<file path="config.mk">
export PLATFORM = sky130hd
export DESIGN_NAME = read_size_adapter
export DESIGN_NICKNAME = d
export VERILOG_FILES = /design/src/hdl/packetmem_pkg.sv /design/src/hdl/read_size_adapter.sv
export SDC_FILE = /design/constraint.sdc
export NUM_CORES = 1
export LEC_CHECK = 0
export ABC_AREA = 1
export BUFFER_PORTS_ARGS = -buffer_cell sky130_fd_sc_hd__buf_2
export CORE_MARGIN = 1
export CORE_UTILIZATION = 40
export CTS_CLUSTER_SIZE = 10
export DETAILED_ROUTE_END_ITERATION = 10
export MAX_ROUTING_LAYER = met4
export PLACE_DENSITY = 0.92
export SLEW_MARGIN = 20
export SYNTH_ARGS = -nofsm -noshare
export SYNTH_HDL_FRONTEND = slang
export SYNTH_SLANG_ARGS = --single-unit
</file>
<file path="constraint.sdc">
create_clock -name clk -period 2.3 [get_ports clk]
set_input_delay 0.115 -clock clk [delete_from_list [all_inputs] [get_ports clk]]
set_output_delay 0.115 -clock clk [all_outputs]
set_load 0.02 [all_outputs]
</file>
<file path="src/hdl/packetmem_pkg.sv">
package packetmem_pkg;

	// Buffer geometry
	localparam int WORD_ADDR_W = 6;	// 64 words per buffer
	localparam int BYTE_ADDR_W = 8;	// 256 bytes per buffer
	localparam int WORD_W      = 32;	// Snooper and forwarder word
	localparam int NUM_BUFS    = 3;	// Ping, pang, pung

	typedef logic [WORD_ADDR_W-1:0] word_addr_t;
	typedef logic [BYTE_ADDR_W-1:0] byte_addr_t;
	typedef logic [WORD_W-1:0]      word_t;
	typedef logic [WORD_ADDR_W:0]   plen_t;	// 0 to 64 words, one extra bit

	// 0 is no buffer, 1..3 name ping, pang, pung
	typedef logic [1:0] buf_sel_t;

	// 0 one byte, 1 two bytes, 2 or 3 four bytes
	typedef logic [1:0] xfer_sz_t;

	// Per-agent slot in the buffer controller
	typedef enum logic [1:0] {
		SLOT_EMPTY,	// No buffer held
		SLOT_BUSY,	// Agent owns its buffer, ready is high
		SLOT_DONE,	// Snooper finished, CPU slot still full
		SLOT_WAIT	// CPU accepted, forwarder slot still full
	} ctrl_state_t;

	// One agent's access to one buffer
	typedef struct packed {
		word_addr_t addr;
		word_t      wdata;
		logic       we;
		logic       re;
	} mem_req_t;

	// Word pair at addr and addr+1, plus packet length
	typedef struct packed {
		word_t rdata_lo;
		word_t rdata_hi;	// Wraps within the buffer
		plen_t len;
	} mem_rsp_t;

endpackage
</file>
<file path="src/hdl/read_size_adapter.sv">
module read_size_adapter import packetmem_pkg::*; (
	input  logic       clk,
	input  byte_addr_t byte_rd_addr,
	input  xfer_sz_t   transfer_sz,
	input  logic       rd_en,
	output mem_req_t   req,
	input  mem_rsp_t   rsp,
	output word_t      rd_data	// Zero-padded on the left
);

	logic [1:0]          off_q;	// Byte offset inside the low word
	xfer_sz_t            sz_q;
	logic [2*WORD_W-1:0] pair;	// Little-endian word pair
	logic [2*WORD_W-1:0] shifted;

	// Word holding the first byte, the RAM adds the next one
	assign req.addr  = byte_rd_addr[BYTE_ADDR_W-1:2];
	assign req.wdata = '0;
	assign req.we    = 1'b0;
	assign req.re    = rd_en;

	// Offset and size line up with the data a cycle later
	always_ff @(posedge clk) begin
		if (rd_en) begin
			off_q <= byte_rd_addr[1:0];
			sz_q  <= transfer_sz;
		end
	end

	assign pair    = {rsp.rdata_hi, rsp.rdata_lo};
	assign shifted = pair >> {off_q, 3'b000};	// Offset in bytes to bits

	always_comb begin
		case (sz_q)
			2'd0:    rd_data = {24'd0, shifted[7:0]};
			2'd1:    rd_data = {16'd0, shifted[15:0]};
			default: rd_data = shifted[WORD_W-1:0];	// Full word
		endcase
	end

endmodule

</file>
# Yosys cells after proc, flatten, opt, wreduce, memory -nomap -nowiden
# Cells that the tools add are included.
# Widths: inputs -> output; s select.
# word_totals
inputBits	83
out_inout_bits	72
elab_cells	6
register_bits	4
# classes
n_shift	1
eq_ne	1
reduce_logical	1
n_mux	1
# op_table
cell	count
$pmux 32 s2	1
$shr 64x5->32	1
$eq 2x1->1 const B	1
$logic_not 2->1	1

# Logic depth before layout (Yosys ltp)
# depth
ltp_word	2
depth_mapped	7

# Worst setup path before layout
# Ideal clock, no wire load.
# synth_timing
path_kind	reg2out
startpoint	reg off_q[0]
endpoint	out rd_data[9]
path_slack_ps	953
path_buffers	2
stages_incl_launch_ff	8
required_ps	2185
arrival_ps	1232
cell_sequence	edfxtp_1 > inv_2 > buf_6 > buf_2 > nand2_1 > o21ai_1 > nor2_1 > nor2_1
# synth_via
elab_chain_cells	2
# synth_lines
item	line	text
start, declared	read_size_adapter.sv:11	logic [1:0] off_q;
start signal, assigned	read_size_adapter.sv:25	off_q <= byte_rd_addr[1:0];
$shr 64x5->32	read_size_adapter.sv:31	assign shifted = pair >> {off_q, 3'b000};
$pmux 32 s2	read_size_adapter.sv:34	case (sz_q)
end, declared	read_size_adapter.sv:8	output word_t rd_data
# Every way passes these cells.

# Final worst setup path
# layout_timing
startpoint	reg off_q[0]
endpoint	out rd_data[25]
# The elaborated chain is that of the path after synthesis.

==> flow_summary.toml <==
[routing]
via_per_inst = 4.70
wire_per_inst_um = 10.3
dr.first_iter.drc_count = 108
drc_errors = 0
vias = 2020
first_pass_iters = 4
ant_nets = 0
wl_mm = 4.43

[global_routing]
use_met1 = 0.193
antenna_found_initial = 0
grt_pass1_vias = 1713
use_met3 = 0.0123
grt_pass1_wl_mm = 6.69
gr-total-overflow = 0
top_usage_layer = "met2"
grt_util_all_layers = 0.205
grt_max_degree = 45
gr-usage-met2 = 0.420

[clock_network]
clk_pin_slew_worst_paths_ps = 30
tritoncts = "built"
cts_max_path_buffers = 2
post_cts_resized = 0
post_cts_buffers = 0
cts_buffers = 3
cts.sinks = 4
cts-hold-fix-buffers = 0
htreeDepth = 1
cts_root_buf = "clkbuf_8"

[power]
p_total_uw = 760
p_leak_nw = 1.26
irDropWorstVdd_mv = 0.392
power_density_nw_per_um2 = 401

[cells_and_area]
n_antenna_cell = 0
layout.nets = 467
fin_area_um2 = 1890
area_growth_pct = 21.1
drive_above_1_share = 0.291
final_common_cell = "nand2_1"
layout_common_cells = "104 x nand2_1, 94 x buf_2, 42 x inv_1"

[floorplan]
initial_core_util = 0.421
io_pins = 155
coreArea_um2 = 3720
dieWidth_um = 64.5
die_h_um = 64.5
die_area_um2 = 4160
rows = 22

[critical_path]
crit_slowest_cell = "inv_2"
cpMostUsedCell = "nand2_1"
cp.arrival_ps = 1800
crit_type = "register to output port"
worstSetupEndpointType = "output port"
critPathRequiredTime_ps = 2180
critPathMaxFanout = 44
slowest_delay_ps = 490
cp_cell_sequence = "inv_2 > nand2_1 > nand2_1 > nand2_1 > a21oi_1 > buf_2"
startpoint_type = "register"

[sta]
worst_slew_pin_slew_ps = 727
drv_slew = 0
period_minus_slack_ps = 1910
tns_ps = 0
fmax_ghz = 0.523
hold_viol_final = 0
fin_hold_ws_ps = 66.7
rsz0062_at_grt = "no"
worst_slack_ps = 390
setup_viol = 0
slew_headroom = 0.515
min_period_over_period = 0.831

[synth]
avgSynthCellArea_um2 = 5.08
synth_cell_types = 16
seq_area_frac_synth = 0.0768
synthCells = 308
synth_top_area_cell = "nand2_1"
ys_top_cells_by_area = "nand2_1 25%, buf_4 19%, nand3_1 13%"
mappedNetlistArea_um2 = 1560
ys_warn_count = 0
synth_seq_cells = 4
synth_top_cell_area_share = 0.250

[placement]
dpl_cell_area_um2 = 1850
gp_congestion = 0.744
hpwl_mm = 3.41
place_ws_ps = 631
numPortBuffers = 94

[outcome]
status = "finished clean"

[run]
drv_cap = 0

[min_path]
hold_path_class = "input port to register"
## critical path, delay by kind of cell (launching register included)
family	cells	cell delay, ps
buf+inv	2	680
flops	1	400
simple gates	3	340
compound gates	1	160
## synth_stat cells
cell type / count
nor2_1: 16
o21ai_1: 4
buf_2: 10
conb_1: 1
inv_1: 42
inv_2: 1
nand3_1: 40
o21ai_0: 4
edfxtp_1: 4
a21oi_1: 16
nand2_1: 104
or2_2: 9
o211ai_1: 8
buf_6: 1
clkbuf_1: 8
buf_4: 40
## logic make-up (layout without fill, tap and decap cells)
| logic type | count (synthesis) | in the layout | share of synthesized area |
|---|---|---|---|
| simple gates | 169 | 169 | 0.452 |
| buf+inv | 102 | 144 | 0.354 |
| compound gates | 32 | 32 | 0.115 |
| flops | 4 | 4 | 0.0768 |
| other cells | 1 | 33 | 0.00240 |
## cell type report
type / count / area, µm²
fill: 413 / 1820
clock buffer: 3 / 41.3
timing repair buffer: 98 / 500
multi-input combinational: 234 / 1010
inverter: 43 / 161
tap: 48 / 60.1
sequential: 4 / 120
## state kept, by name, summed over array words and instances (netlist names)
register / flops
sz_q: 2
off_q: 2
## final timing paths
check,start,end,slack (ps),depth (start not counted)
worst min-delay path,transfer_sz[1],sz_q[1]$_DFFE_PP_,70,1
worst max-delay path,off_q[0]$_DFFE_PP_,rd_data[25],390,6
## metrics by stage
step                       util  instances
after floorplan               -        340
final                     0.510        430
after global placement    0.499        427
after global routing      0.510        430
after detailed placement  0.499        427
after CTS                 0.510        430
## report_power, final
part	total (mW)	internal (mW)	switching [mW]
logic	0.518	0.171	0.347
registers	0.0899	0.0874	0.00253
clock network	0.151	0.112	0.0397
## per-layer routing
metal	routed length (µm)	share of wire
met2	2440	0.55
met5	0	0
met1	1660	0.37
met4	93	0.021
met3	240	0.054
Power figures use the tool's default switching activity.
