==> src/hdl/packetmem_pkg.sv <==
package packetmem_pkg;

	// Buffer geometry
	localparam int WORD_ADDR_W = 6;	// 64 words per buffer
	localparam int BYTE_ADDR_W = 8;	// 256 bytes per buffer
	localparam int WORD_W      = 32;	// Snooper and forwarder word
	localparam int NUM_BUFS    = 3;	// Ping, pang, pung

	typedef logic [WORD_ADDR_W-1:0] word_addr_t;
	typedef logic [BYTE_ADDR_W-1:0] byte_addr_t;
	typedef logic [WORD_W-1:0]      word_t;
	typedef logic [WORD_ADDR_W:0]   plen_t;	// 0 to 64 words, one extra bit

	// 0 is no buffer, 1..3 name ping, pang, pung
	typedef logic [1:0] buf_sel_t;

	// 0 one byte, 1 two bytes, 2 or 3 four bytes
	typedef logic [1:0] xfer_sz_t;

	// Per-agent slot in the buffer controller
	typedef enum logic [1:0] {
		SLOT_EMPTY,	// No buffer held
		SLOT_BUSY,	// Agent owns its buffer, ready is high
		SLOT_DONE,	// Snooper finished, CPU slot still full
		SLOT_WAIT	// CPU accepted, forwarder slot still full
	} ctrl_state_t;

	// One agent's access to one buffer
	typedef struct packed {
		word_addr_t addr;
		word_t      wdata;
		logic       we;
		logic       re;
	} mem_req_t;

	// Word pair at addr and addr+1, plus packet length
	typedef struct packed {
		word_t rdata_lo;
		word_t rdata_hi;	// Wraps within the buffer
		plen_t len;
	} mem_rsp_t;

endpackage
==> src/hdl/packet_ram.sv <==
module packet_ram import packetmem_pkg::*; (
	input  logic     clk,
	input  mem_req_t req,
	input  logic     len_rst,	// Drops the packet length to zero
	output mem_rsp_t rsp
);

	// Even words in one bank, odd words in the other, so a pair
	// starting at any word comes out in a single cycle
	word_t even_mem [2**(WORD_ADDR_W-1)];
	word_t odd_mem  [2**(WORD_ADDR_W-1)];

	logic [WORD_ADDR_W-2:0] row;	// Bank row of req.addr
	logic [WORD_ADDR_W-2:0] row_next;	// Next row, wraps at the top
	logic [WORD_ADDR_W-2:0] even_row;
	plen_t                  wr_end;	// Length implied by this write

	word_t even_q, odd_q;	// Registered bank outputs
	logic  swap_q;	// Pair started on an odd word
	plen_t len_q;

	assign row      = req.addr[WORD_ADDR_W-1:1];
	assign row_next = row + 1'b1;
	// Odd start takes its high word from the next even row
	assign even_row = req.addr[0] ? row_next : row;
	assign wr_end   = plen_t'(req.addr) + 1'b1;

	always_ff @(posedge clk) begin
		if (req.we) begin
			if (req.addr[0]) odd_mem[row] <= req.wdata;
			else             even_mem[row] <= req.wdata;
		end
		if (req.re) begin	// Old data on a read during write
			even_q <= even_mem[even_row];
			odd_q  <= odd_mem[row];
			swap_q <= req.addr[0];
		end
	end

	// Length grows with the highest word written
	always_ff @(posedge clk) begin
		if (len_rst)
			len_q <= '0;
		else if (req.we && wr_end > len_q)
			len_q <= wr_end;
	end

	assign rsp.rdata_lo = swap_q ? odd_q : even_q;
	assign rsp.rdata_hi = swap_q ? even_q : odd_q;
	assign rsp.len      = len_q;

endmodule

==> config.mk <==
export PLATFORM = sky130hd
export DESIGN_NAME = packet_ram
export DESIGN_NICKNAME = d
export VERILOG_FILES = /design/src/hdl/packetmem_pkg.sv /design/src/hdl/packet_ram.sv
export SDC_FILE = /design/constraint.sdc
export NUM_CORES = 2
export LEC_CHECK = 0
export BUFFER_PORTS_ARGS = -buffer_cell sky130_fd_sc_hd__buf_2
export CAP_MARGIN = 30
export CORE_ASPECT_RATIO = 1.1
export CORE_UTILIZATION = 25
export DETAILED_ROUTE_END_ITERATION = 12
export GPL_TIMING_DRIVEN = 0
export SETUP_SLACK_MARGIN = 0.2
export SLEW_MARGIN = 20
export SYNTH_ARGS = -nofsm -noshare
export SYNTH_HDL_FRONTEND = slang
export SYNTH_SLANG_ARGS = --single-unit
==> constraint.sdc <==
create_clock -name clk -period 3.3 [get_ports clk]
set_input_delay 0.66 -clock clk [delete_from_list [all_inputs] [get_ports clk]]
set_output_delay 0.66 -clock clk [all_outputs]
set_load 0.02 [all_outputs]
# Word-level counts from Yosys, hierarchy flattened
# Memory sizes are Yosys's and may differ from the RTL's. A register that Yosys moved wholly into a read port is not among the register bits.
# Cells that the tools add are included.
# word_totals
ram_bits	2048
register_bits	8
mem_count	2
# op_classes
n_reduce_logical	1
add_sub_neg	2
mux	9
magnitude_cmp	1
# mem_list
name	depth	width	read_ports	rd_ports_with_merged_regs	write_ports	line_no	source
even_mem	32	32	1	1	1	packet_ram.sv:10	word_t even_mem [2**(WORD_ADDR_W-1)];
odd_mem	32	32	1	1	1	packet_ram.sv:11	word_t odd_mem [2**(WORD_ADDR_W-1)];
# ops
operator	n
32-bit two-way mux	2
6-bit by 1-bit adder with 7-bit output (second input constant)	1
7-bit > comparator	1
1-bit two-way mux	6
5-bit by 1-bit adder with 5-bit output (second input constant)	1
5-bit two-way mux	1
1-bit logical AND	1

# Longest topological paths before layout
# logic_depth
depth_word	3
ltp_mapped	15
depth_no_buf	11

# Worst setup path before layout
# No wires, ideal clock.
# synth_timing
path_type	input to register
start	input port req[37] in the netlist's numbering
end	memory odd_mem[6][0] in the netlist's numbering (enable)
setup_slack_ps	-218
t_arrival_ps	3097
path_buffers	3
stages	5
setup_time_ps	421
path_cell_list	buf_2 -> clkbuf_1 -> or3b_2 -> clkbuf_1 -> nor2_1
# synth_lines
item	line_no	source
start, declared	packet_ram.sv:3	input mem_req_t req,
end, declared	packet_ram.sv:11	
# Straight into the memory's write port.

# Worst setup path after layout
# layout_timing
start	input port req[36] in the netlist's numbering
end	register even_q[5] (read register of even_mem), data pin
# layout_between
elab_chain_cells	2
# layout_rtl
item	line_no	source
5-bit by 1-bit adder with 5-bit output	packet_ram.sv:23	assign row_next = row + 1'b1;
5-bit two-way mux *	packet_ram.sv:25	assign even_row = req.addr[0] ? row_next : row;
end, declared	packet_ram.sv:18	word_t even_q, odd_q;
# Every way passes the cells marked *; elsewhere a longest branch is shown, timed or not.
# A chain may end at the register's enable or synchronous reset.

==> results.md <==
* Status: complete, no violations
* Register clock-pin slew on the reported worst setup and hold paths at 0.07 ns
* IO buf count at 112
* # DRC at 0
* Worst-margin pin slew at 1.09 ns
* Fin nets at 3978
* Crit path kind: in2reg
* Most frequent cells after synthesis: edfxtp_1 (2113), mux4_2 (503), a22oi_1 (181), nor2_1 (88), clkbuf_1 (85)
* Most instantiated library cell after synthesis: edfxtp_1
* Synth-to-layout area growth at 20.3%
* Post-synth EDFFs at 2113
* Synthesis-stage register bit count at 2120
* Largest net degree at the start of global routing at 66
* Post-synth ARST share at 0
* Vias in the first global route at 39600
* Vias at 40300
* Mean routed wirelength per cell at 28.1 um
* Worst setup EP type: register
* GRT Total Usage at 0.143
* Die H at 597 um
* CTS tree: built
* Routed WL at 236000 um
* Worst hold slack at 0.0974 ns
* Hpwl dp at 156000 um
* Final Setup Violations at 0
* Fillers at 30600
* Avg Inst Size Synth at 23.2 um2
* Final worst path period share at 0.969
* Critical Path RT at 3.85 ns
* Full die area at 0.324 mm2
* Ys flop type: edfxtp_1
* Iter 0 DRT Violations at 5758
* TritonCTS Buffers at 196
* Root Buffer Master: clkbuf_16
* Startpoint Class: primary input
* Worst vdd ir at 0.428 mV
* Vias/cell at 4.81
* Sequential fraction of the synthesis area at 0.791
* Hold Fails Final Rpt at 0
* Synth Warn # at 0
* CTS Hold Bufs at 0
* Post-synthesis cell count at 3458
* Hold/Removal Path Class: in2reg
* Mapped Area at 0.0804 mm2
* # rows at 218
* Pwr dens at 585 mW/mm2
* First drt pass iteration count at 8
* Chip Width at 543 um
* Synth top area share at 0.789
* Clk sinks at 2120
* First-pass GRT wire length at 323000 um
* Leading area contributor after synthesis: edfxtp_1
* Boundary Pins at 113
* Share of layout cells above drive strength 1 at 0.332
* Unique masters post-synth at 54
* Fmax at 0.313 GHz
* # H-tree levels at 4
* Routed Antenna Nets at 0
* Leak pwr at 29.4 nW
* Total grt overflow at 0
* Syn_nets at 3513
* Final GP Congestion at 0.813
* RSZ-0062 raised after global routing: true
* Clock latency on the worst-skew pair at 0.85 ns
* Initial antenna violation count at 34
* Worst Path Arrival at 3.75 ns
* Clk buf depth at 3
* Max Slew Vio Count at 0
* Crit path max fanout at 10
* Power Total at 0.0565 W
* Core footprint at 0.320 mm2
* Max_cap viols at 0
* Tmin final at 3.20 ns
* Slew headroom at 0.275
* Initial Utilization at 0.251
* Worst Skew at 0.0342 ns
* Synth area leaders: edfxtp_1 (79%), mux4_2 (14%), a22oi_1 (1.7%)
[through the flow]
step	worst slack [ns]	instance area, um2	instances	utilization	TNS (ns)
2_1_floorplan	-0.218	80400	3458	-	-280.44
3_3_place_gp	-3.61	86300	7860	0.270	-5507.05
3_5_place_dp	-2.75	89500	7985	0.279	-1473.36
4_1_cts	0.189	96400	8357	0.301	0
5_1_grt	0.172	96700	8374	0.302	0
6_report	0.102	96700	8380	0.302	0
[cells by family (layout without fill, tap and decap cells)]
| kind of cell | count (synthesis) | in the layout | synth area share |
|---|---|---|---|
| flops | 2120 | 2120 | 0.791 |
| mux | 594 | 594 | 0.153 |
| compound gates | 297 | 298 | 0.0279 |
| simple gates | 227 | 227 | 0.0135 |
| buf+inv | 202 | 826 | 0.0116 |
| fa+ha+maj | 13 | 13 | 0.00202 |
| xor+xnor | 5 | 5 | 0.000638 |
| other cells | 0 | 7 | 0 |
[final cells by class]
cell class                      count  area [um2]  share of cell area
Buffer                            190        1280              0.0132
Timing Repair Buffer              266        3490              0.0361
Inverter                           12        50.0            0.000517
Clock inverter                    121        1060              0.0110
Tap cell                         4290        5370              0.0555
Antenna cell                        7        17.5            0.000181
Sequential cell                  2120       63600               0.657
Multi-Input combinational cell   1137       16700               0.173
Clock buffer                      237        5120              0.0530
[power breakdown]
group	total (W)	switching (W)	internal, W
combinational	0.00436	0.00277	0.00158
clock	0.0221	0.0100	0.0121
sequential	0.0301	0.000121	0.0299
total	0.0565	0.0129	0.0436
[registers in the layout, indices dropped and copies added, names as in the netlist]
| register | count |
|---|---|
| even_mem | 1024 |
| even_q | 32 |
| len_q | 7 |
| odd_mem | 1024 |
| odd_q | 32 |
| swap_q | 1 |
[final timing paths]
path	start	end	cells after the start	slack [ns]
hold reg to reg	len_q[3]$_SDFFE_PP0P_	len_q[3]$_SDFFE_PP0P_	2	0.53
setup / recovery	req[36]	even_q[5]$_DFFE_PP_	13	0.10
hold / removal	len_rst	len_q[2]$_SDFFE_PP0P_	2	0.1
setup reg to reg	odd_mem[7][10]$_DFFE_PP_	odd_q[10]$_DFFE_PP_	3	0.98
[what timing repair did]
action                                  in CTS  in global routing
pin swaps                                   10                  8
resized for setup                          165                 43
endpoints found under the hold margin        0                  0
endpoints found under the setup margin    1371                 63
gates cloned                                 0                  1
setup buffers                               14                  5
[critical path, stage by stage]
cell,delay (ns)
buf_4,0.16
buf_12,0.15
clkbuf_16,0.15
buf_16,0.11
inv_1,0.05
ha_1,0.34
mux2_4,0.27
buf_6,0.24
buf_6,0.25
mux4_2,0.34
a22o_1,0.30
o21ai_1,0.50
nand3_1,0.20
[layout by cell type, fill, tap and decap left out, types with 10 or more instances in the layout]
cell type / count
edfxtp_1: 2113
mux4_2: 503
clkbuf_16: 200
a22oi_1: 171
buf_2: 126
clkbuf_1: 93
buf_4: 77
nor2_4: 65
buf_12: 63
mux2_2: 62
clkinv_1: 51
buf_16: 47
a22o_1: 44
nand4_1: 39
clkinv_2: 34
nand2_1: 32
buf_6: 31
nand3_1: 29
clkbuf_2: 26
nor2_1: 22
mux2i_1: 20
bufinv_16: 13
ha_1: 12
o211ai_1: 11
inv_1: 10
buf_8: 10
a22oi_2: 10
[layer usage]
layer	GRT usage	up-vias	wire length [um]
li1	-	15900	-
met1	0.185	22000	90800
met2	0.238	2037	116000
met3	0.0293	393	20200
met4	0.0476	8	8390
met5	0	-	310
Note: power is estimated with default switching activity, not from simulation.
