File: src/hdl/packetmem_pkg.sv
package packetmem_pkg;

	// Buffer geometry
	localparam int WORD_ADDR_W = 6;	// 64 words per buffer
	localparam int BYTE_ADDR_W = 8;	// 256 bytes per buffer
	localparam int WORD_W      = 32;	// Snooper and forwarder word
	localparam int NUM_BUFS    = 3;	// Ping, pang, pung

	typedef logic [WORD_ADDR_W-1:0] word_addr_t;
	typedef logic [BYTE_ADDR_W-1:0] byte_addr_t;
	typedef logic [WORD_W-1:0]      word_t;
	typedef logic [WORD_ADDR_W:0]   plen_t;	// 0 to 64 words, one extra bit

	// 0 is no buffer, 1..3 name ping, pang, pung
	typedef logic [1:0] buf_sel_t;

	// 0 one byte, 1 two bytes, 2 or 3 four bytes
	typedef logic [1:0] xfer_sz_t;

	// Per-agent slot in the buffer controller
	typedef enum logic [1:0] {
		SLOT_EMPTY,	// No buffer held
		SLOT_BUSY,	// Agent owns its buffer, ready is high
		SLOT_DONE,	// Snooper finished, CPU slot still full
		SLOT_WAIT	// CPU accepted, forwarder slot still full
	} ctrl_state_t;

	// One agent's access to one buffer
	typedef struct packed {
		word_addr_t addr;
		word_t      wdata;
		logic       we;
		logic       re;
	} mem_req_t;

	// Word pair at addr and addr+1, plus packet length
	typedef struct packed {
		word_t rdata_lo;
		word_t rdata_hi;	// Wraps within the buffer
		plen_t len;
	} mem_rsp_t;

endpackage
File: src/hdl/port_mux.sv
module port_mux import packetmem_pkg::*; (
	input  mem_req_t sn_req,
	input  mem_req_t cpu_req,
	input  mem_req_t fwd_req,
	input  buf_sel_t sn_sel,
	input  buf_sel_t cpu_sel,
	input  buf_sel_t fwd_sel,
	input  mem_rsp_t buf_rsp [NUM_BUFS],
	output mem_req_t buf_req [NUM_BUFS],
	output mem_rsp_t cpu_rsp,
	output mem_rsp_t fwd_rsp
);

	mem_req_t cpu_rd;	// CPU request with writes stripped

	always_comb begin
		cpu_rd    = cpu_req;
		cpu_rd.we = 1'b0;	// CPU only ever reads
	end

	// Request side, each buffer finds its owner
	always_comb begin
		for (int b = 0; b < NUM_BUFS; b++) begin
			// The controller never gives one buffer to two agents
			if (sn_sel == buf_sel_t'(b + 1))
				buf_req[b] = sn_req;
			else if (cpu_sel == buf_sel_t'(b + 1))
				buf_req[b] = cpu_rd;
			else if (fwd_sel == buf_sel_t'(b + 1))
				buf_req[b] = fwd_req;
			else
				buf_req[b] = '0;	// Idle buffer, no access
		end
	end

	// Response side, zero when the agent holds nothing
	always_comb begin
		cpu_rsp = '0;
		fwd_rsp = '0;
		for (int b = 0; b < NUM_BUFS; b++) begin
			if (cpu_sel == buf_sel_t'(b + 1))
				cpu_rsp = buf_rsp[b];
			if (fwd_sel == buf_sel_t'(b + 1))
				fwd_rsp = buf_rsp[b];
		end
	end

	// Snooper never reads back, so its response is not routed

endmodule

File: config.mk
export PLATFORM = sky130hd
export DESIGN_NAME = port_mux
export DESIGN_NICKNAME = d
export VERILOG_FILES = /design/src/hdl/packetmem_pkg.sv /design/src/hdl/port_mux.sv
export SDC_FILE = /design/constraint.sdc
export NUM_CORES = 1
export LEC_CHECK = 0
export ABC_AREA = 1
export BUFFER_PORTS_ARGS = -buffer_cell sky130_fd_sc_hd__buf_2
export CAP_MARGIN = 20
export CORE_AREA = 2 2 232 234
export DETAILED_ROUTE_END_ITERATION = 7
export DIE_AREA = 0 0 234 236
export GPL_TIMING_DRIVEN = 0
export SYNTH_ARGS = -nofsm -noshare
export SYNTH_HDL_FRONTEND = slang
export SYNTH_SLANG_ARGS = --single-unit
File: constraint.sdc
create_clock -name vclk -period 2.3
set_input_delay 0.23 -clock vclk [all_inputs]
set_output_delay 0.23 -clock vclk [all_outputs]
set_load 0.02 [all_outputs]
-- Yosys cells after proc, flatten, opt, wreduce, memory -nomap -nowiden
Index checks and enable logic that the tools add are counted.
- output and inout port bits: 262
- flip-flop bits (word level): 0
- input port bits: 339
- word-level logic and storage cells: 24
- muxes and demuxes: 15
- eq/ne operators: 9
- operators with widths (kind ; count):
    $mux W71 ; 6
    $mux W40 ; 9
    $eq A2 B2 Y1 const B ; 6
    $eq A2 B1 Y1 const B ; 3

-- Logic depth before layout (Yosys ltp)
Gate-level depths: netlist of the first run.
- depth after elaboration: 4
- gate-level depth with buffers: 8
- mapped depth without buffers: 5

-- Worst setup path before layout of the first run
No wires, ideal clock.
- path kind: input to output
- start point: input cpu_sel[0]
- end point: output buf_req[1] (netlist name)
- stages on the path: 4
- slack: 964 ps
- data required time: 2070 ps
- buffers on the path: 1
- arrival time: 1106 ps
- path through: nand2_1 > buf_2 > nand3_1 > o21ai_0
- RTL lines (element ; line ; source):
    from (decl) ; port_mux.sv:6 ; input buf_sel_t cpu_sel,
    to (decl) ; port_mux.sv:9 ; output mem_req_t buf_req [NUM_BUFS],

==> impl_results.md, run 1 <==
- Status: complete, no violations
- Met3 global-route usage: 4.57%
- Fin cells: 2763
- Finished layout cell area: 9990 um^2
- Sequential area share after synthesis: 0%
- Via count: 12200
- Final setup fails: 0
- Port bufs: 598
- Layout cell share with drive strength beyond 1: 32.9%
- RSZ-0062 raised after global routing: no
- Worst VDD drop: 0.000120 V
- Area growth syn-to-layout: 63.9%
- Worst Setup Path Type: in2out
- Worst Tran Pin Value: 0.740 ns
- WL per Instance: 21.6 um
- Post-Synthesis Cells: 1459
- Post-CTS setup buffers: 0
- FF/Latch Area: 0 um^2
- Final Cycle Share: 94.4%
- # DRC: 0
- I/O pin cnt: 601
- Slowest stage cell, crit path: buf_2
- GP Congestion: 0.989
- Core area: 53100 um^2
- Vias/cell: 4.40
- DRT Pass-1 Iters: 5
- Filler Cells Inserted: 6461
- YS warnings: 0
- Initial antenna violation count: 20
- Syn avg cell area: 4.18 um^2
- GR Util met2: 34.6%
- Starting Density: 11.5%
- DIE WIDTH: 234 um
- Origin of the worst setup path: cpu_sel[1]
- Rows: 85
- CP dominant cell by count: buf_2
- Power per standard cell area: 282 nW/um^2
- Synth top area share: 55.8%
- HP Class: in2out
- Ranking of synthesized cells by area: nand2_1 56%, nand3_1 31%, buf_2 4.5%
- Area leader, netlist: nand2_1
- GRT busiest layer: met2
- Crit-path cells: buf_2, nand2_1, inv_2, buf_2, buf_2, nand2_1, nand3_1, buf_2
- Hold Vio Cnt, Final: 0
- Count leader, synth: nand2_1
- Fin. max-slew vios: 0
- Lkg Pwr: 0.00624 uW
- Critical Path Start Type: input port
- Layout clock buffer count: 0
- Syn nets: 1798
- DR iter-0 viols: 894
- Fmax: 0.461 GHz
- Global-route wire length before repair: 81400 um
- Cell variety after synth: 13
- Crit end category: primary output
- Max-slew headroom: 50.7%
- Critical path data required time: 2.07 ns
- Multi-input logic area: 5340 um^2
- Max cap viols: 0
- Hold slack: 0.800 ns
- Final Util: 18.8%
- Cell Area, Placed: 9960 um^2
- Post-CTS Resized: 1
- Full die area: 55200 um^2
- All-Layer GR Usage: 20.3%
- Nets: 2398
- Worst Path Max Fanout: 10
- Antenna viol nets, final: 0
- Detailed Route WL: 59700 um
- CP arrival: 1.94 ns
- Grt total ovfl: 0
- Post-synth top cells: 906 x nand2_1, 377 x nand3_1, 55 x buf_2
- Hold buffer count at cts: 0
- Placed insts: 2753
- Number of sequential cells: 0
- Die span in y: 236 um
- Largest net degree at the start of global routing: 11
- Cell Area, Synth: 6090 um^2
- Met1 GRT Util: 24.4%
- HP Start: buf_rsp[165]
- Vias in the first global route: 11300
- CP max stage delay: 0.39 ns
- Minimum clock period: 2.17 ns
- Setup TNS Final: 0 ns
- Post-DP HPWL: 51300 um
-- worst paths after layout --
| check | end | cells past startpoint | slack (ns) |
|---|---|---|---|
| max | cpu_rsp[10] | 8 | 0.13 |
| min | fwd_rsp[23] | 4 | 0.80 |
-- placed cells by master, fill, tap and decap left out, types with 2 or more instances in the layout --
cell type  count
nand2_1      906
nor2_1         2
clkbuf_1      34
nor2_4         2
inv_2          6
nand3_1      377
inv_1         44
diode_2       10
buf_4         16
buf_2        653
buf_1         14
nand4_1        2
-- through the flow --
stage / worst slack, ns / total power [uW]
after global placement: -0.0299 / 2800
after global routing: 0.0787 / 3000
after CTS: 0.130 / 2810
after floorplan: 0.964 / 1410
final: 0.129 / 2810
after detailed placement: -0.0252 / 2800
-- critical path: cells and delay by family --
family | cells | cell delay (ns)
simple gates | 3 | 0.55
buf+inv | 5 | 1.13
-- per-layer routing --
metal	part of all wire (%)	up-vias
li1	-	5819
met1	40	5448
met2	47	764
met3	8.7	125
met4	4.8	14
met5	0.15	-
-- final cells by class --
class	instances	share of cell area [%]
multi-input cells	1290	53.4
diodes	10	0.251
plain buffers	119	5.76
inverters	50	1.88
repair buffers	598	30.0
well taps	696	8.72
-- report_power, final --
part | switching (uW) | internal, uW
clock network | 0 | 0.000416
registers | 0 | 0
logic | 1970 | 840
total | 1970 | 840
-- kinds of logic (layout without fill, tap and decap cells) --
kind of cell    count (synthesis)  in the layout  synth area share [%]
compound gates                  1              1                0.0821
buf+inv                       169            767                  12.5
other cells                     0             10                     0
simple gates                 1289           1289                  87.4
Note: power is estimated with default switching activity, not from simulation.
==> inputs of run 2 (changes only) <==
--- a/config.mk
+++ b/config.mk
@@ -8,9 +8,9 @@
 export ABC_AREA = 1
 export BUFFER_PORTS_ARGS = -buffer_cell sky130_fd_sc_hd__buf_2
 export CAP_MARGIN = 20
-export CORE_AREA = 2 2 232 234
+export CORE_AREA = 2 2 237 239
 export DETAILED_ROUTE_END_ITERATION = 7
-export DIE_AREA = 0 0 234 236
+export DIE_AREA = 0 0 239 241
 export GPL_TIMING_DRIVEN = 0
 export SYNTH_ARGS = -nofsm -noshare
 export SYNTH_HDL_FRONTEND = slang
==> impl_results.md, run 2 (same netlist as run 1, synthesis figures left out) <==
- Status: complete, no violations
- Final worst setup slack: 0.143 ns
- Hold buffer count at cts: 0
- Port bufs: 598
- Largest net degree at the start of global routing: 11
- Final setup fails: 0
- FF/Latch Area: 0 um^2
- Worst VDD drop: 0.000116 V
- GP Congestion: 0.931
- Critical Path Start Type: input port
- Commonest non-fill, non-tap cell in the layout: nand2_1
- Post-CTS setup buffers: 0
- Fmax: 0.464 GHz
- Area growth syn-to-layout: 64.6%
- Nets: 2398
- CP arrival: 1.93 ns
- Multi-input logic area: 5340 um^2
- Finished layout cell area: 10000 um^2
- Power per standard cell area: 278 nW/um^2
- Starting Density: 11.1%
- Met1 GRT Util: 22.0%
- DR iter-0 viols: 977
- RSZ-0062 raised after global routing: no
- WL per Instance: 21.7 um
- Critical path data required time: 2.07 ns
- Post-CTS Resized: 1
- Worst Setup Path Type: in2out
- Rows: 86
- Full die area: 57600 um^2
- Detailed Route WL: 60300 um
- Worst Path Max Fanout: 10
- # DRC: 0
- Die span in y: 241 um
- Via count: 12200
- Vias/cell: 4.39
- DRT Pass-1 Iters: 5
- Crit end category: primary output
- GRT busiest layer: met2
- Vias in the first global route: 10700
- Lkg Pwr: 0.00624 uW
- Max-slew headroom: 40.3%
- Cell Area, Placed: 9970 um^2
- Setup WS pre-CTS: -0.130 ns
- Number of sequential cells: 0
- Post-DP HPWL: 51500 um
- Final Cycle Share: 93.8%
- GR Util met2: 32.9%
- Fin. max-slew vios: 0
- Layout clock buffer count: 0
- Max cap viols: 0
- Most frequent cells in the layout: 906 x nand2_1, 653 x buf_2, 377 x nand3_1, 44 x inv_1, 33 x clkbuf_1
- Hold Vio Cnt, Final: 0
- DIE WIDTH: 239 um
- Met3 global-route usage: 5.12%
- Minimum clock period: 2.16 ns
- Worst Tran Pin Value: 0.896 ns
- Layout cell share with drive strength beyond 1: 33.0%
- HP Class: in2out
- Antenna viol nets, final: 0
- Filler Cells Inserted: 6661
- Core area: 54900 um^2
- All-Layer GR Usage: 19.3%
- Grt total ovfl: 0
- Global-route wire length before repair: 79500 um
- Initial antenna violation count: 35
- I/O pin cnt: 601
run 2: cell types whose count changed in the layout (fill, tap and decap cells not counted), sizes merged:
cell,change
diode,+12
run 2: layout make-up:
type | instances | area share [%]
antenna | 22 | 0.549
buffer | 119 | 5.75
inverter | 50 | 1.87
multi-input combinational | 1290 | 53.2
tap | 704 | 8.78
timing repair buffer | 598 | 29.8
run 2: critical path, stage by stage:
cell	delay, ns
buf_2	0.12
inv_2	0.04
nor2_1	0.10
buf_2	0.49
buf_2	0.45
nand2_1	0.14
nand3_1	0.14
buf_2	0.19
run 2: power breakdown:
| part | internal [uW] | switching [uW] | total [uW] |
|---|---|---|---|
| combinational | 840 | 1950 | 2790 |
| sequential | 0 | 0 | 0 |
| clock | 0.000967 | 0 | 0.000967 |
run 2: worst paths after layout:
path | from | endpoint | cells after the start
max | cpu_sel[1] | cpu_rsp[10] | 8
min | buf_rsp[162] | cpu_rsp[20] | 4
run 2: metrics by stage:
stage | instances | hold slack, ns | utilization (%) | power (uW) | setup TNS, ns
after floorplan | 1459 | 0.635 | - | 1410 | 0
after global placement | 2761 | 0.795 | 18.2 | 2780 | -0.760
after detailed placement | 2761 | 0.795 | 18.2 | 2780 | -1.03
after CTS | 2761 | 0.795 | 18.2 | 2790 | 0
after global routing | 2775 | 0.817 | 18.2 | 2990 | 0
final | 2783 | 0.797 | 18.3 | 2790 | 0
run 2: metal layers:
layer	vias to the layer above	routed length (um)
met2	797	27800
met4	18	3660
li1	5825	-
met1	5442	22800
met3	143	5790
met5	-	177
