$ cat src/hdl/packetmem_pkg.sv
package packetmem_pkg;

	// Buffer geometry
	localparam int WORD_ADDR_W = 6;	// 64 words per buffer
	localparam int BYTE_ADDR_W = 8;	// 256 bytes per buffer
	localparam int WORD_W      = 32;	// Snooper and forwarder word
	localparam int NUM_BUFS    = 3;	// Ping, pang, pung

	typedef logic [WORD_ADDR_W-1:0] word_addr_t;
	typedef logic [BYTE_ADDR_W-1:0] byte_addr_t;
	typedef logic [WORD_W-1:0]      word_t;
	typedef logic [WORD_ADDR_W:0]   plen_t;	// 0 to 64 words, one extra bit

	// 0 is no buffer, 1..3 name ping, pang, pung
	typedef logic [1:0] buf_sel_t;

	// 0 one byte, 1 two bytes, 2 or 3 four bytes
	typedef logic [1:0] xfer_sz_t;

	// Per-agent slot in the buffer controller
	typedef enum logic [1:0] {
		SLOT_EMPTY,	// No buffer held
		SLOT_BUSY,	// Agent owns its buffer, ready is high
		SLOT_DONE,	// Snooper finished, CPU slot still full
		SLOT_WAIT	// CPU accepted, forwarder slot still full
	} ctrl_state_t;

	// One agent's access to one buffer
	typedef struct packed {
		word_addr_t addr;
		word_t      wdata;
		logic       we;
		logic       re;
	} mem_req_t;

	// Word pair at addr and addr+1, plus packet length
	typedef struct packed {
		word_t rdata_lo;
		word_t rdata_hi;	// Wraps within the buffer
		plen_t len;
	} mem_rsp_t;

endpackage
$ cat src/hdl/p3_ctrl.sv
module p3_ctrl import packetmem_pkg::*; (
	input  logic     clk,
	input  logic     rst,
	input  logic     snooper_done,	// One-cycle pulses from the agents
	input  logic     cpu_acc,
	input  logic     cpu_rej,
	input  logic     forwarder_done,
	output buf_sel_t sn_sel,
	output buf_sel_t cpu_sel,
	output buf_sel_t fwd_sel,
	output logic     ready_for_snooper,
	output logic     ready_for_cpu,
	output logic     ready_for_forwarder,
	output logic     len_rst [NUM_BUFS]
);

	ctrl_state_t sn_st, cpu_st, fwd_st;	// Slot states
	ctrl_state_t sn_st_d, cpu_st_d, fwd_st_d;
	buf_sel_t    sn_sel_d, cpu_sel_d, fwd_sel_d;
	logic        fwd_free;	// Forwarder gives its buffer back
	logic        cpu_drop;	// CPU rejects its buffer

	always_comb begin
		sn_st_d   = sn_st;
		cpu_st_d  = cpu_st;
		fwd_st_d  = fwd_st;
		sn_sel_d  = sn_sel;
		cpu_sel_d = cpu_sel;
		fwd_sel_d = fwd_sel;
		fwd_free  = forwarder_done && fwd_st == SLOT_BUSY;
		cpu_drop  = cpu_rej && cpu_st == SLOT_BUSY;

		// Forwarder finished, slot opens up
		if (fwd_free) begin
			fwd_st_d  = SLOT_EMPTY;
			fwd_sel_d = '0;
		end

		// Accept now, or one left pending from before
		if ((cpu_acc && cpu_st == SLOT_BUSY) || cpu_st == SLOT_WAIT) begin
			if (fwd_st_d == SLOT_EMPTY) begin
				fwd_st_d  = SLOT_BUSY;
				fwd_sel_d = cpu_sel;
				cpu_st_d  = SLOT_EMPTY;
				cpu_sel_d = '0;
			end else begin
				cpu_st_d = SLOT_WAIT;	// Holds the buffer, ready drops
			end
		end

		// Reject goes straight back to the free pool
		if (cpu_drop) begin
			cpu_st_d  = SLOT_EMPTY;
			cpu_sel_d = '0;
		end

		// Finished packet moves on to the CPU when it can
		if ((snooper_done && sn_st == SLOT_BUSY) || sn_st == SLOT_DONE) begin
			if (cpu_st_d == SLOT_EMPTY) begin
				cpu_st_d  = SLOT_BUSY;
				cpu_sel_d = sn_sel;
				sn_st_d   = SLOT_EMPTY;
				sn_sel_d  = '0;
			end else begin
				sn_st_d = SLOT_DONE;
			end
		end

		// Snooper grabs the lowest free buffer, counting down so 1 wins
		if (sn_st_d == SLOT_EMPTY) begin
			for (int b = NUM_BUFS; b >= 1; b--) begin
				if (cpu_sel_d != buf_sel_t'(b) && fwd_sel_d != buf_sel_t'(b)) begin
					sn_sel_d = buf_sel_t'(b);
					sn_st_d  = SLOT_BUSY;
				end
			end
		end

		// Length clears land on the same edge as the ownership change
		for (int b = 0; b < NUM_BUFS; b++) begin
			len_rst[b] = rst	// Every buffer starts empty
				|| (fwd_free && fwd_sel == buf_sel_t'(b + 1))
				|| (cpu_drop && cpu_sel == buf_sel_t'(b + 1));
		end
	end

	always_ff @(posedge clk) begin
		if (rst) begin
			sn_sel  <= buf_sel_t'(1);	// Ping goes to the snooper
			sn_st   <= SLOT_BUSY;
			cpu_sel <= '0;
			cpu_st  <= SLOT_EMPTY;
			fwd_sel <= '0;
			fwd_st  <= SLOT_EMPTY;
		end else begin
			sn_sel  <= sn_sel_d;
			sn_st   <= sn_st_d;
			cpu_sel <= cpu_sel_d;
			cpu_st  <= cpu_st_d;
			fwd_sel <= fwd_sel_d;
			fwd_st  <= fwd_st_d;
		end
	end

	// An agent may act only while it owns its buffer outright
	assign ready_for_snooper   = sn_st == SLOT_BUSY;
	assign ready_for_cpu       = cpu_st == SLOT_BUSY;
	assign ready_for_forwarder = fwd_st == SLOT_BUSY;

endmodule

$ cat config.mk
export PLATFORM = sky130hd
export DESIGN_NAME = p3_ctrl
export DESIGN_NICKNAME = d
export VERILOG_FILES = /design/src/hdl/packetmem_pkg.sv /design/src/hdl/p3_ctrl.sv
export SDC_FILE = /design/constraint.sdc
export NUM_CORES = 1
export LEC_CHECK = 0
export ABC_AREA = 0
export ABC_CLOCK_PERIOD_IN_PS = 1740
export BUFFER_PORTS_ARGS = -buffer_cell sky130_fd_sc_hd__buf_4
export CORE_ASPECT_RATIO = 0.9
export CORE_MARGIN = 2
export CORE_UTILIZATION = 46
export CTS_CLUSTER_SIZE = 12
export DETAILED_ROUTE_END_ITERATION = 10
export PLACE_DENSITY = 0.78
export SLEW_MARGIN = 20
export SYNTH_ARGS = -nofsm -noshare
export SYNTH_HDL_FRONTEND = slang
export SYNTH_SLANG_ARGS = --single-unit
$ cat constraint.sdc
create_clock -name clk -period 1.74 [get_ports clk]
set_clock_uncertainty 0.15 [all_clocks]
set_input_delay 0 -clock clk [delete_from_list [all_inputs] [get_ports clk]]
set_output_delay 0 -clock clk [all_outputs]
set_load 0.005 [all_outputs]
# Word level (Yosys, flattened, before mapping)
# Index checks and enable logic that the tools add are counted.
# classes
reduce_logical	24
n_mux	28
n_eq_ne	17
# ops
cell	n
$mux W2	28
$logic_and A1 B1 Y1	13
$eq A2 B2 Y1 const B	6
$eq A2 B1 Y1 const B	5
$logic_or A1 B1 Y1	8
$ne A2 B2 Y1 const B	4
$logic_not A2 Y1	3
$ne A2 B1 Y1 const B	2
# totals
out_inout_bits	12
reg_bits	12
elab_cells	75
inputBits	6

# Longest topological paths before layout
# logic_depth
ltp_word	16
ltp_mapped	7
mapped_depth_nobuf	6

# Worst setup path after synthesis
# OpenSTA, ideal clock, no wires.
# synth_timing
kind	reg2reg
startpoint	reg sn_st[1]
endpoint	reg sn_sel[0]
path_buffers	0
t_required_ns	1.461
stages_incl_launch_ff	6
arrival_ns	1.608
synth_period_minus_slack_ns	1.888
setup_ns	0.129
path_slack_ns	-0.148
cell_sequence	dfxtp_1 and3b_4 o311a_4 o32a_1 a221oi_1 o31ai_1
# synth_between
elab_chain_cells	10
elab_cells_between_ends	18
cone_classes	5 x eq/ne; 7 x mux; 6 x reduce/logical
# synth_lines
item	line_no	source
start: declaration	p3_ctrl.sv:17	ctrl_state_t sn_st, cpu_st, fwd_st;
start signal: assignment	p3_ctrl.sv:97	sn_st <= sn_st_d;
$eq A2 B1 Y1	p3_ctrl.sv:58	if ((snooper_done && sn_st == SLOT_BUSY) || sn_st == SLOT_DONE) begin
$logic_and A1 B1 Y1	p3_ctrl.sv:58	
$logic_or A1 B1 Y1	p3_ctrl.sv:58	
$mux W2	p3_ctrl.sv:58	
$ne A2 B2 Y1	p3_ctrl.sv:72	if (cpu_sel_d != buf_sel_t'(b) && fwd_sel_d != buf_sel_t'(b)) begin
$logic_and A1 B1 Y1	p3_ctrl.sv:72	
$mux W2 (3 in a row)	p3_ctrl.sv:72	
$mux W2 (*)	p3_ctrl.sv:70	if (sn_st_d == SLOT_EMPTY) begin
end signal: assignment	p3_ctrl.sv:89	sn_sel <= buf_sel_t'(1);
end signal: assignment	p3_ctrl.sv:96	sn_sel <= sn_sel_d;
end: declaration	p3_ctrl.sv:8	output buf_sel_t sn_sel,
# Every way passes the cells marked *; elsewhere a longest branch is shown, timed or not.
# A chain may end at the register's enable or synchronous reset.

# Worst setup path in the final report
# layout_timing
startpoint	reg sn_st[1]
endpoint	reg sn_st[0]
# layout_between
elab_chain_cells	10
elab_cells_between_ends	17
cone_classes	5 x eq/ne; 6 x mux; 6 x reduce/logical
# layout_lines
item	line_no
$eq A2 B1 Y1	p3_ctrl.sv:58
$logic_and A1 B1 Y1	p3_ctrl.sv:58
$logic_or A1 B1 Y1	p3_ctrl.sv:58
$mux W2	p3_ctrl.sv:58
$ne A2 B2 Y1	p3_ctrl.sv:72
$logic_and A1 B1 Y1	p3_ctrl.sv:72
$mux W2 (3 in a row)	p3_ctrl.sv:72
$mux W2 (*)	p3_ctrl.sv:70
# Marked as above.

==> flow_metrics.py <==
metrics = {
    "global_route": {
        "grt_pass1_vias": 777,
        "grt_max_degree": 14,
        "grt_pass1_wl_mm": 3.519,
        "overflow": 0,
        "antenna_found_initial": 0,
        "gr-usage-all-layers_pct": 25.15,
    },
    "final_layout": {
        "final_cells": 154,
        "fill_cells": 113,
        "area_delta_synth_final_pct": 57.07,
        "nets": 139,
        "utilization_pct": 79.85,
        "diodes": 0,
        "layout-drive-gt1-share_pct": 45.45,
    },
    "worst_setup_path": {
        "worst_ep_arrival_time_ns": 1.99,
        "cp-end-kind": "flop",
        "critPathLaunchType": "flop",
        "crit_type": "flop to flop",
        "required_ns": 1.77,
        "cp_max_fo": 5,
    },
    "synthesis": {
        "synthTopCellsByArea": "dfxtp_1 32%, nor2_1 4.4%, a31oi_1 4.1%",
        "yosys.area.top_type": "dfxtp_1",
        "yosys_warnings": 0,
        "synth_top_cell_area_share_pct": 31.58,
        "synth_area_sq_um": 760.7,
        "ys_ff_latch": 12,
        "synth_cells": 89,
        "synth.yosys.seq_area_share_pct": 31.58,
        "synthMostInstantiatedCell": "dfxtp_1",
        "yosys-top-cells-count": "12 x dfxtp_1, 9 x nor2_1, 7 x inv_1",
        "syn_nets": 95,
        "synth_edf_count": 0,
        "synth_ff_type": "dfxtp_1",
        "async_flop_share_pct": 0,
        "synth_area_per_cell_sq_um": 8.548,
        "synth_cell_type_count": 38,
    },
    "sta": {
        "max_slew.worst_pin.slew_ns": 0.3725,
        "rsz0062_at_grt": "true",
        "layout_min_cycle_time_ns": 1.964,
        "fmax_mhz": 509.1,
        "final_hold_viol_count": 0,
        "setup_slack_ns": -0.2243,
        "fin_crit_sh_pct": 112.9,
        "setup-violations-final": 3,
        "slew_violations": 0,
        "max_slew_margin_pct": 75.00,
    },
    "clock_network": {
        "clkTransAtPathRegs_ns": 0.08,
        "root_buffer": "clkbuf_4",
        "cts_max_path_buffers": 2,
        "cts_tree": "yes",
        "clock_latency_ns": 0.29,
        "numCtsBuffers": 3,
        "htree_levels": 1,
        "clkSinkCount": 12,
    },
    "die": {
        "row_count": 13,
        "core_area_sq_mm": 0.001496,
        "ios": 18,
        "die_height_microns": 42.58,
        "start_util_pct": 50.84,
        "dieArea_sq_mm": 0.001996,
        "die_w_microns": 46.87,
    },
    "place": {
        "place.gp.congestion": 0.8447,
        "portBuffers": 17,
        "dp_hpwl_mm": 1.523,
        "placedCellCount": 142,
    },
    "power_and_ir_drop": {
        "p_per_area_mw_per_mm2": 776.3,
        "power.leakage_nw": 0.4861,
        "ir_drop_mv": 0.5627,
    },
    "detailed_routing": {
        "ant_nets": 0,
        "viasPerCell": 5.461,
        "firstDrtPassIters": 4,
        "num_vias": 841,
        "routed_wl_mm": 2.227,
        "wl_per_cell_microns": 14.46,
        "drt-initial-drc-count": 30,
        "drcViolationCount": 0,
    },
    "status": {
        "violations": "setup timing",
        "run_status": "finished, violations left",
    },
    "hold_path": {
        "hp-class": "input port to flop",
    },
    "job": {
        "maxCapViolCount": 0,
    },
}
==> sequential cells by signal (all words and copies together) (netlist names) <==
name,flops
cpu_sel,2
cpu_st,2
fwd_sel,2
fwd_st,2
sn_sel,2
sn_st,2
==> cell families (layout without fill, tap and decap cells) <==
| kind of cell | after synthesis | in the layout | synth area share (%) |
|---|---|---|---|
| simple gates | 38 | 38 | 27.80 |
| xor+xnor | 1 | 1 | 1.152 |
| flops | 12 | 12 | 31.58 |
| mux | 1 | 1 | 1.316 |
| buf+inv | 10 | 53 | 5.922 |
| compound gates | 27 | 27 | 32.24 |
==> timing repair <==
item | CTS | global route
setup buffers | 3 | 1
hold buffers | 5 | 0
endpoints found under the hold margin | 12 | 0
resized for setup | 9 | 3
endpoints found under the setup margin | 3 | 7
pin swaps | 8 | 4
==> area by class of cell <==
cell class | count | area [sq um] | share of cell area (%)
multi-input combinational | 67 | 531.8 | 44.50
timing repair buffer | 42 | 327.8 | 27.43
sequential | 12 | 245.2 | 20.52
clock buffer | 4 | 36.28 | 3.037
tap | 22 | 27.53 | 2.304
inverter | 7 | 26.28 | 2.199
==> path summary, 6_finish.rpt <==
path	from	end	slack, ns	cells past startpoint
worst max-delay path	sn_st[1]$_SDFF_PP0_	sn_st[0]$_SDFF_PP1_	-0.22	6
worst min-delay path	cpu_rej	cpu_st[0]$_SDFF_PP0_	0.03	4
worst max register to register	sn_st[1]$_SDFF_PP0_	sn_st[0]$_SDFF_PP1_	-0.22	6
worst min register to register	sn_sel[1]$_SDFF_PP0_	sn_sel[1]$_SDFF_PP0_	0.36	2
==> stage by stage <==
stage	total power, mW	setup slack, ns	setup TNS (ns)	area [sq um]	hold slack [ns]
floorplan	0.5172	-0.1210	-0.3328	780.7	-0.07839
global placement	0.6497	-0.2050	-0.5243	1057	0.1236
detailed placement	0.6597	-0.2749	-0.7487	1057	0.1311
CTS	0.9179	-0.2186	-0.5719	1184	0.02280
global route	0.9805	-0.2894	-0.8074	1195	0.07110
finish	0.9276	-0.2243	-0.5823	1195	0.03293
==> cell usage in the layout, fill, tap and decap left out, drive strengths merged, types with 4 or more instances in the layout <==
| cell | synthesis | layout |
|---|---|---|
| buf | 1 | 37 |
| dfxtp | 12 | 12 |
| nor2 | 9 | 9 |
| inv | 7 | 7 |
| nor2b | 5 | 5 |
| nand2 | 5 | 5 |
| nand2b | 5 | 5 |
| dlygate4sd3 | 0 | 5 |
| a31oi | 5 | 5 |
| o21ai | 5 | 5 |
| clkbuf | 2 | 4 |
==> per-layer routing <==
layer	vias to the layer above	wire, microns	share of wire [%]	global-route usage (%)
li1	409	-	-	-
met1	400	955	43	29.89
met2	27	1144	51	41.92
met3	5	88	4.0	5.172
met4	0	39	1.8	11.11
met5	-	0	0	0
==> critical path, cell delays in order (launching register included) <==
cell     delay (ns)
dfxtp_2        0.34
and3b_4        0.22
o311a_4        0.33
o32ai_4        0.31
xnor2_2        0.11
o31ai_2        0.28
nand3_1        0.11
==> power breakdown <==
group | leakage [nW] | total (mW) | internal [mW] | switching [mW]
logic | 0.365 | 0.361 | 0.196 | 0.165
clock network | 0.0210 | 0.237 | 0.128 | 0.109
registers | 0.0998 | 0.330 | 0.302 | 0.0284
total | 0.486 | 0.928 | 0.625 | 0.303
No activity file was read; power rests on OpenSTA's default activity.
